**config.mk**
```make
export PLATFORM = sky130hd
export DESIGN_NAME = fp_add_top
export DESIGN_NICKNAME = d
export VERILOG_FILES = /design/src/hw/fpu_pkg.sv /design/src/hw/fp_add_top.sv /design/src/hw/fp_add_normalize.sv /design/src/hw/fp_add_sum.sv /design/src/hw/fp_add_align.sv /design/src/hw/fp_add_ctrl.sv
export SDC_FILE = /design/constraint.sdc
export NUM_CORES = 1
export LEC_CHECK = 0
export BUFFER_PORTS_ARGS = -buffer_cell sky130_fd_sc_hd__buf_2
export CAP_MARGIN = 10
export CORE_MARGIN = 2
export CORE_UTILIZATION = 41
export DETAILED_ROUTE_END_ITERATION = 8
export GPL_TIMING_DRIVEN = 0
export PLACE_DENSITY_LB_ADDON = 0.1
export SLEW_MARGIN = 20
export SYNTH_ARGS = -nofsm -noshare
export SYNTH_HDL_FRONTEND = slang
export SYNTH_SLANG_ARGS = --single-unit
```
**constraint.sdc**
```tcl
create_clock -name clk -period 8.9 [get_ports clk]
set_input_delay 2.225 -clock clk [delete_from_list [all_inputs] [get_ports clk]]
set_output_delay 2.225 -clock clk [all_outputs]
set_load 0.01 [all_outputs]
```
**src/hw/fpu_pkg.sv**
```systemverilog
package fpu_pkg;

   // single precision field layout
   // sign at bit 31, exponent in 30:23, stored fraction in 22:0
   localparam int EXP_W = 8;
   localparam int MANT_W = 23;

   // aligned fraction: hidden one, stored fraction, two guard bits
   localparam int FRAC_W = MANT_W + 3;

   // stage 2 magnitude keeps one carry bit above the aligned fraction
   localparam int SUM_W = FRAC_W + 1;

   // operation that travels with the operands into stage 1
   // subtract only flips the sign of the second operand
   typedef enum logic [0:0] {
      op_add = 1'b0,
      op_sub = 1'b1
   } fp_op_e;

endpackage
```
**src/hw/fp_add_top.sv**
```systemverilog
module fp_add_top import fpu_pkg::*; #(
   parameter int OUT_CREDITS = 2
) (
   input  logic        clk,
   input  logic        rst,
   input  logic [31:0] a_in,
   input  logic [31:0] b_in,
   input  fp_op_e      op_in,
   input  logic        in_valid,
   input  logic        out_credit,
   output logic        in_credit,
   output logic [31:0] sum_out,
   output logic        overflow_out,
   output logic        out_valid
);

   // per stage load enables
   logic adv1;
   logic adv2;
   logic adv3;

   // stage 1 to stage 2
   logic              sign_shifted;
   logic [FRAC_W-1:0] frac_shifted;
   logic              sign_not_shifted;
   logic [FRAC_W-1:0] frac_not_shifted;
   logic [EXP_W-1:0]  exp_max;

   // stage 2 to stage 3
   logic              sum_sign;
   logic [SUM_W-1:0]  sum_mag;
   logic [EXP_W-1:0]  sum_exp;

   // valid bits and credits live here, stages are datapath only
   fp_add_ctrl #(
      .OUT_CREDITS (OUT_CREDITS)
   ) fp_add_ctrl_inst (
      .clk        (clk),
      .rst        (rst),
      .in_valid   (in_valid),
      .out_credit (out_credit),
      .adv1       (adv1),
      .adv2       (adv2),
      .adv3       (adv3),
      .out_valid  (out_valid),
      .in_credit  (in_credit)
   );

   fp_add_align fp_add_align_inst (
      .clk              (clk),
      .adv1             (adv1),
      .a_in             (a_in),
      .b_in             (b_in),
      .op_in            (op_in),
      .sign_shifted     (sign_shifted),
      .frac_shifted     (frac_shifted),
      .sign_not_shifted (sign_not_shifted),
      .frac_not_shifted (frac_not_shifted),
      .exp_max          (exp_max)
   );

   fp_add_sum fp_add_sum_inst (
      .clk              (clk),
      .adv2             (adv2),
      .sign_shifted     (sign_shifted),
      .frac_shifted     (frac_shifted),
      .sign_not_shifted (sign_not_shifted),
      .frac_not_shifted (frac_not_shifted),
      .exp_max          (exp_max),
      .sum_sign         (sum_sign),
      .sum_mag          (sum_mag),
      .sum_exp          (sum_exp)
   );

   fp_add_normalize fp_add_normalize_inst (
      .clk          (clk),
      .adv3         (adv3),
      .sum_sign     (sum_sign),
      .sum_mag      (sum_mag),
      .sum_exp      (sum_exp),
      .sum_out      (sum_out),
      .overflow_out (overflow_out)
   );

endmodule

```
**src/hw/fp_add_normalize.sv**
```systemverilog
module fp_add_normalize import fpu_pkg::*; (
   input  logic             clk,
   input  logic             adv3,
   input  logic             sum_sign,
   input  logic [SUM_W-1:0] sum_mag,
   input  logic [EXP_W-1:0] sum_exp,
   output logic [31:0]      sum_out,
   output logic             overflow_out
);

   // left shift count that brings the leading one up to bit 25
   logic [4:0]              lead_shift;
   logic                    lead_found;
   logic [SUM_W-1:0]        norm_mag;
   // two extra bits so overflow and underflow are visible
   logic signed [EXP_W+1:0] exp_adj;
   logic [31:0]             next_out;
   logic                    next_ovf;

   // leading one detect over bits 25 down to 0
   always_comb begin
      lead_shift = '0;
      lead_found = 1'b0;
      for (int i = FRAC_W - 1; i >= 0; i--) begin
         if (!lead_found && sum_mag[i]) begin
            lead_shift = 5'(FRAC_W - 1 - i);
            lead_found = 1'b1;
         end
      end
   end

   // normalizing shift and exponent adjust
   always_comb begin
      if (sum_mag[SUM_W-1]) begin
         // carry out, one step right
         norm_mag = sum_mag >> 1;
         exp_adj  = $signed((EXP_W + 2)'(sum_exp)) + 10'sd1;
      end else begin
         norm_mag = sum_mag << lead_shift;
         exp_adj  = $signed((EXP_W + 2)'(sum_exp)) - $signed((EXP_W + 2)'(lead_shift));
      end
   end

   // pack the result, exceptions first
   always_comb begin
      next_ovf = 1'b0;
      if (sum_mag == '0) begin
         // cancellation always gives positive zero
         next_out = 32'h0000_0000;
      end else if (exp_adj >= 255) begin
         // saturate to signed infinity
         next_out = {sum_sign, {EXP_W{1'b1}}, {MANT_W{1'b0}}};
         next_ovf = 1'b1;
      end else if (exp_adj <= 0) begin
         // flush to zero, keep the sign
         next_out = {sum_sign, {(31){1'b0}}};
      end else begin
         // hidden one at bit 25 drops, guard bits truncated
         next_out = {sum_sign, exp_adj[EXP_W-1:0], norm_mag[FRAC_W-2:FRAC_W-1-MANT_W]};
      end
   end

   always_ff @(posedge clk) begin
      if (adv3) begin
         sum_out      <= next_out;
         overflow_out <= next_ovf;
      end
   end

endmodule

```
**src/hw/fp_add_sum.sv**
```systemverilog
module fp_add_sum import fpu_pkg::*; (
   input  logic              clk,
   input  logic              adv2,
   input  logic              sign_shifted,
   input  logic [FRAC_W-1:0] frac_shifted,
   input  logic              sign_not_shifted,
   input  logic [FRAC_W-1:0] frac_not_shifted,
   input  logic [EXP_W-1:0]  exp_max,
   output logic              sum_sign,
   output logic [SUM_W-1:0]  sum_mag,
   output logic [EXP_W-1:0]  sum_exp
);

   logic             next_sign;
   logic [SUM_W-1:0] next_mag;
   // zero extended operands, room for the carry
   logic [SUM_W-1:0] mag_s;
   logic [SUM_W-1:0] mag_n;

   assign mag_s = {1'b0, frac_shifted};
   assign mag_n = {1'b0, frac_not_shifted};

   // signed magnitude add or subtract
   always_comb begin
      next_sign = 1'b0;
      next_mag  = '0;
      if (sign_shifted == sign_not_shifted) begin
         // same signs, magnitudes add and may carry into bit 26
         next_sign = sign_not_shifted;
         next_mag  = mag_n + mag_s;
      end else if (mag_n > mag_s) begin
         next_sign = sign_not_shifted;
         next_mag  = mag_n - mag_s;
      end else if (mag_s > mag_n) begin
         // the shifted one can still win when exponents were equal
         next_sign = sign_shifted;
         next_mag  = mag_s - mag_n;
      end
      // exact cancellation falls through as +0
   end

   always_ff @(posedge clk) begin
      if (adv2) begin
         sum_sign <= next_sign;
         sum_mag  <= next_mag;
         // exponent rides along unchanged
         sum_exp  <= exp_max;
      end
   end

endmodule

```
**src/hw/fp_add_align.sv**
```systemverilog
module fp_add_align import fpu_pkg::*; (
   input  logic              clk,
   input  logic              adv1,
   input  logic [31:0]       a_in,
   input  logic [31:0]       b_in,
   input  fp_op_e            op_in,
   output logic              sign_shifted,
   output logic [FRAC_W-1:0] frac_shifted,
   output logic              sign_not_shifted,
   output logic [FRAC_W-1:0] frac_not_shifted,
   output logic [EXP_W-1:0]  exp_max
);

   logic             b_sign;
   logic [EXP_W-1:0] a_exp;
   logic [EXP_W-1:0] b_exp;
   // high when b has the larger exponent, so a gets shifted
   logic             shift_a;
   logic [EXP_W-1:0] exp_diff;
   logic [FRAC_W-1:0] a_frac;
   logic [FRAC_W-1:0] b_frac;
   logic [FRAC_W-1:0] shift_src;

   // subtract is add with b negated
   assign b_sign = (op_in == op_sub) ? ~b_in[31] : b_in[31];

   assign a_exp = a_in[30:23];
   assign b_exp = b_in[30:23];

   // equal exponents keep a as the unshifted operand
   assign shift_a = (a_exp < b_exp);

   // unsigned distance between the exponents
   assign exp_diff = shift_a ? (b_exp - a_exp) : (a_exp - b_exp);

   // every exponent field reads with a hidden one, zero and 255 included
   assign a_frac = {1'b1, a_in[MANT_W-1:0], 2'b00};
   assign b_frac = {1'b1, b_in[MANT_W-1:0], 2'b00};

   assign shift_src = shift_a ? a_frac : b_frac;

   // pipeline register, payload only
   always_ff @(posedge clk) begin
      if (adv1) begin
         sign_shifted     <= shift_a ? a_in[31] : b_sign;
         // a distance of 26 or more shifts everything out
         frac_shifted     <= shift_src >> exp_diff;
         sign_not_shifted <= shift_a ? b_sign : a_in[31];
         frac_not_shifted <= shift_a ? b_frac : a_frac;
         // result exponent is the larger of the two
         exp_max          <= shift_a ? b_exp : a_exp;
      end
   end

endmodule

```
**src/hw/fp_add_ctrl.sv**
```systemverilog
module fp_add_ctrl #(
   parameter int OUT_CREDITS = 2
) (
   input  logic clk,
   input  logic rst,
   input  logic in_valid,
   input  logic out_credit,
   output logic adv1,
   output logic adv2,
   output logic adv3,
   output logic out_valid,
   output logic in_credit
);

   // counter never holds more than the credits granted at reset
   localparam int CNT_W = $clog2(OUT_CREDITS + 1);

   // stage occupancy
   logic             v1;
   logic             v2;
   logic             v3;
   logic [CNT_W-1:0] credit_cnt;

   // a result leaves when stage 3 is full and the sink has room
   assign out_valid = v3 && (credit_cnt != '0);

   // each result leaving frees one slot for the source
   assign in_credit = out_valid;

   // a stage loads when the next one is empty or moving on
   // this lets bubbles collapse while the output is stalled
   assign adv3 = v2 && (!v3 || out_valid);
   assign adv2 = v1 && (!v2 || adv3);
   assign adv1 = in_valid && (!v1 || adv2);

   always_ff @(posedge clk) begin
      if (rst) begin
         v1 <= 1'b0;
         v2 <= 1'b0;
         v3 <= 1'b0;
      end else begin
         // filled from upstream or held until drained
         v1 <= adv1 || (v1 && !adv2);
         v2 <= adv2 || (v2 && !adv3);
         v3 <= adv3 || (v3 && !out_valid);
      end
   end

   // output credits, grant and spend may land together
   always_ff @(posedge clk) begin
      if (rst) begin
         credit_cnt <= CNT_W'(OUT_CREDITS);
      end else begin
         case ({out_credit, out_valid})
            2'b10:   credit_cnt <= credit_cnt + 1'b1;
            2'b01:   credit_cnt <= credit_cnt - 1'b1;
            default: credit_cnt <= credit_cnt;
         endcase
      end
   end

endmodule

```
==> results.py <==
metrics = {
    "sta": {
        "setup_viol": 0,
        "rsz0062_at_grt": "false",
        "tightest_slew_ns": 1.20,
        "min_period_ns": 7.51,
        "fin_crit_sh": 0.844,
        "relSlewSlack": 0.200,
        "maxSlewViolCount": 0,
        "hold_viol_final": 0,
        "finClkSkew_ns": 0.00902,
        "clock.fmax_ghz": 0.133,
    },
    "routing": {
        "ant_nets": 0,
        "drt_wl_total_um": 46100,
        "routed_via_density": 6.16,
        "drc": 0,
        "vias": 12700,
        "dr.pass1.iters": 6,
        "wl_per_cell_um": 22.3,
        "first_iter_violations": 1179,
    },
    "global_routing": {
        "track_usage": 0.271,
        "grt_pass1_wl_um": 69900,
        "grt_pass1_vias": 12200,
        "grt_overflow": 0,
        "antenna_found_initial": 0,
        "grt_start_max_net_pins": 30,
    },
    "yosys": {
        "ys.flop_type": "edfxtp_1",
        "mappedNetlistNets": 1692,
        "syn_area_mm2": 0.0133,
        "synth_edf_count": 128,
        "ys_seq_area_frac": 0.297,
        "syn_avg_cell_area_um2": 8.71,
        "yosys_warnings": 0,
        "synth-seq-cells": 133,
        "netlist_instances": 1525,
        "yosysUniqueCellTypes": 90,
        "synth_async_sr_flop_share": 0,
    },
    "cells_and_area": {
        "multi_input_area_mm2": 0.00857,
        "drive_above_1_share": 0.138,
        "layout_common_cells": "130 x nor2_1, 128 x edfxtp_1, 119 x buf_2",
        "nets": 1819,
        "regArea_mm2": 0.00394,
        "final_common_cell": "nor2_1",
        "diodes": 0,
        "stdcell_area_mm2": 0.0150,
        "final_core_utilization": 0.472,
        "nFillCells": 3152,
        "syn_to_final_growth_pct": 12.8,
    },
    "floorplan": {
        "rows": 65,
        "initial_core_util": 0.419,
        "chipHeight_um": 184,
        "core_area_mm2": 0.0317,
        "ios": 104,
        "die-area_mm2": 0.0338,
        "die_w_um": 184,
    },
    "min_path": {
        "hold_start": "fp_add_align_inst.exp_max[7]$_DFFE_PP_",
        "whs_path_depth": 0,
        "hold_class": "reg2reg",
        "hold_path_end": "fp_add_sum_inst.sum_exp[7]$_DFFE_PP_",
    },
    "placement": {
        "postPlaceCellArea_mm2": 0.0144,
        "gp_congestion": 0.959,
        "io_buffers": 103,
        "hpwl_um": 37300,
    },
    "clock_network": {
        "cts_buffer_depth": 2,
        "cts-root-buf": "clkbuf_16",
        "clk_pin_slew_ns": 0.07,
        "post_cts_resized": 0,
        "post-cts-setup-buffers": 0,
        "cts_buffers": 17,
        "htreeDepth": 4,
        "cts_sinks": 133,
        "clk_latency_ns": 0.43,
        "cts_tree": "built",
        "holdBufCountCts": 0,
    },
    "power_and_ir_drop": {
        "peakVddDrop_uv": 137,
        "p_per_area_mw_per_mm2": 185,
        "p_leak_uw": 0.00610,
    },
    "job": {
        "drv_cap": 0,
    },
    "setup_path": {
        "critical_path_arrival_ns": 7.64,
        "r2r_setup_slack_ns": 1.39,
        "crit_path_end_kind": "flop",
        "worst-setup-path-type": "reg2reg",
        "r2r_start": "fp_add_sum_inst.sum_mag[7]$_DFFE_PP_",
        "cp_data_required_time_ns": 9.02,
        "cp_max_fo": 10,
        "reg2regPathDepth": 19,
        "start_kind": "flop",
        "timing.rr.end": "fp_add_normalize_inst.sum_out[15]$_SDFFCE_PP0P_",
    },
    "run_status": {
        "run_status": "finished, final reports clean",
    },
}
-- logic make-up (layout without fill, tap and decap cells) --
group | Yosys count | after routing | share of synthesized area
compound gates | 492 | 492 | 0.259
fa+ha+maj | 98 | 98 | 0.0951
xor+xnor | 37 | 37 | 0.0244
flops | 133 | 133 | 0.297
mux | 113 | 113 | 0.101
buf+inv | 200 | 340 | 0.0596
simple gates | 452 | 452 | 0.164
-- how the worst max path moves through the flow --
stage,startpoint,endpoint,slack (ns),depth (start not counted)
after floorplan,in_valid,fp_add_align_inst.exp_max[0]$_DFFE_PP_,1.80,1
after global placement,in_valid,fp_add_align_inst.exp_max[7]$_DFFE_PP_,-0.19,2
after detailed placement,fp_add_sum_inst.sum_mag[7]$_DFFE_PP_,fp_add_normalize_inst.sum_out[15]$_SDFFCE_PP0P_,1.51,19
after CTS,fp_add_sum_inst.sum_mag[7]$_DFFE_PP_,fp_add_normalize_inst.sum_out[15]$_SDFFCE_PP0P_,1.48,19
after global routing,fp_add_sum_inst.sum_mag[7]$_DFFE_PP_,fp_add_normalize_inst.sum_out[15]$_SDFFCE_PP0P_,0.99,19
final,fp_add_sum_inst.sum_mag[7]$_DFFE_PP_,fp_add_normalize_inst.sum_out[15]$_SDFFCE_PP0P_,1.39,19
-- registers in the layout, summed over array words and instances (netlist names) --
name                                flops
fp_add_sum_inst.sum_mag                27
fp_add_sum_inst.sum_sign                1
fp_add_ctrl_inst.v2                     1
fp_add_ctrl_inst.v3                     1
fp_add_sum_inst.sum_exp                 8
fp_add_align_inst.sign_not_shifted      1
fp_add_align_inst.exp_max               8
fp_add_align_inst.frac_shifted         26
fp_add_normalize_inst.overflow_out      1
fp_add_ctrl_inst.v1                     1
fp_add_ctrl_inst.credit_cnt             2
fp_add_align_inst.sign_shifted          1
fp_add_align_inst.frac_not_shifted     23
fp_add_normalize_inst.sum_out          32
-- where the power goes --
group	switching (uW)	internal, uW
logic	806	447
registers	57.7	772
clock network	295	387
-- synthesized netlist by cell type (all sizes together) (11+ instances only) --
| library cell | n | area share |
|---|---|---|
| nor2b | 11 | 0.0052 |
| nor3 | 53 | 0.020 |
| nand4 | 20 | 0.0094 |
| xnor2 | 28 | 0.018 |
| o221ai | 19 | 0.013 |
| a21oi | 109 | 0.042 |
| a31oi | 17 | 0.0091 |
| nand3 | 41 | 0.015 |
| nand2 | 113 | 0.032 |
| o21a | 17 | 0.0096 |
| clkbuf | 59 | 0.017 |
| a21o | 26 | 0.015 |
| ha | 93 | 0.088 |
| a211oi | 25 | 0.015 |
| and2 | 14 | 0.0066 |
| mux4 | 14 | 0.024 |
| nor2 | 131 | 0.038 |
| mux2i | 69 | 0.052 |
| or3 | 15 | 0.0071 |
| o22ai | 18 | 0.0085 |
| mux2 | 30 | 0.026 |
| inv | 113 | 0.032 |
| edfxtp | 128 | 0.29 |
| o211ai | 18 | 0.011 |
| o21ai | 85 | 0.033 |
| o31ai | 11 | 0.0062 |
| buf | 27 | 0.011 |
| o21bai | 19 | 0.011 |
| a221oi | 20 | 0.014 |
-- area by class of cell --
| class | instances | share of cell area |
|---|---|---|
| plain buffers | 86 | 0.0243 |
| clock buffers | 18 | 0.0286 |
| clock inverters | 14 | 0.00852 |
| inverters | 114 | 0.0286 |
| multi-input cells | 1192 | 0.572 |
| flip-flops and latches | 133 | 0.263 |
| well taps | 402 | 0.0336 |
| repair buffers | 108 | 0.0411 |
-- metal layers --
metal	vias up	track usage	share of wire	routed length, um
met3	137	0.0366	0.052	2390
met2	538	0.472	0.48	22200
met5	-	0	0	0
met1	5995	0.322	0.41	19000
li1	6059	-	-	-
met4	0	0.152	0.055	2550
-- worst max-delay path, cell delays in order, from the launching register on --
cell and delay, ns:
edfxtp_1 0.35, clkbuf_1 0.31, nor4_1 0.73, a21boi_0 0.32
o31a_1 0.17, clkbuf_1 0.36, inv_1 0.17, buf_2 0.23
clkbuf_1 0.29, buf_1 0.35, clkbuf_1 0.35, ha_1 0.41
nor2b_1 0.19, o31ai_1 0.43, a211oi_1 0.13, o21bai_1 0.21
and4b_1 0.23, a221oi_1 0.76, nand2_1 0.38, a2111oi_0 0.82
-- through the flow --
stage	hold WS (ns)	power, uW	worst slack [ns]	setup TNS, ns	cells
after global placement	0.405	2070	-0.188	-10.50	2030
after floorplan	0.400	1680	1.80	0	1525
after global routing	0.442	2910	0.993	0	2067
after detailed placement	0.405	2060	1.51	0	2035
after CTS	0.419	2750	1.48	0	2067
final	0.417	2770	1.39	0	2067
Note: power is estimated with default switching activity, not from simulation.
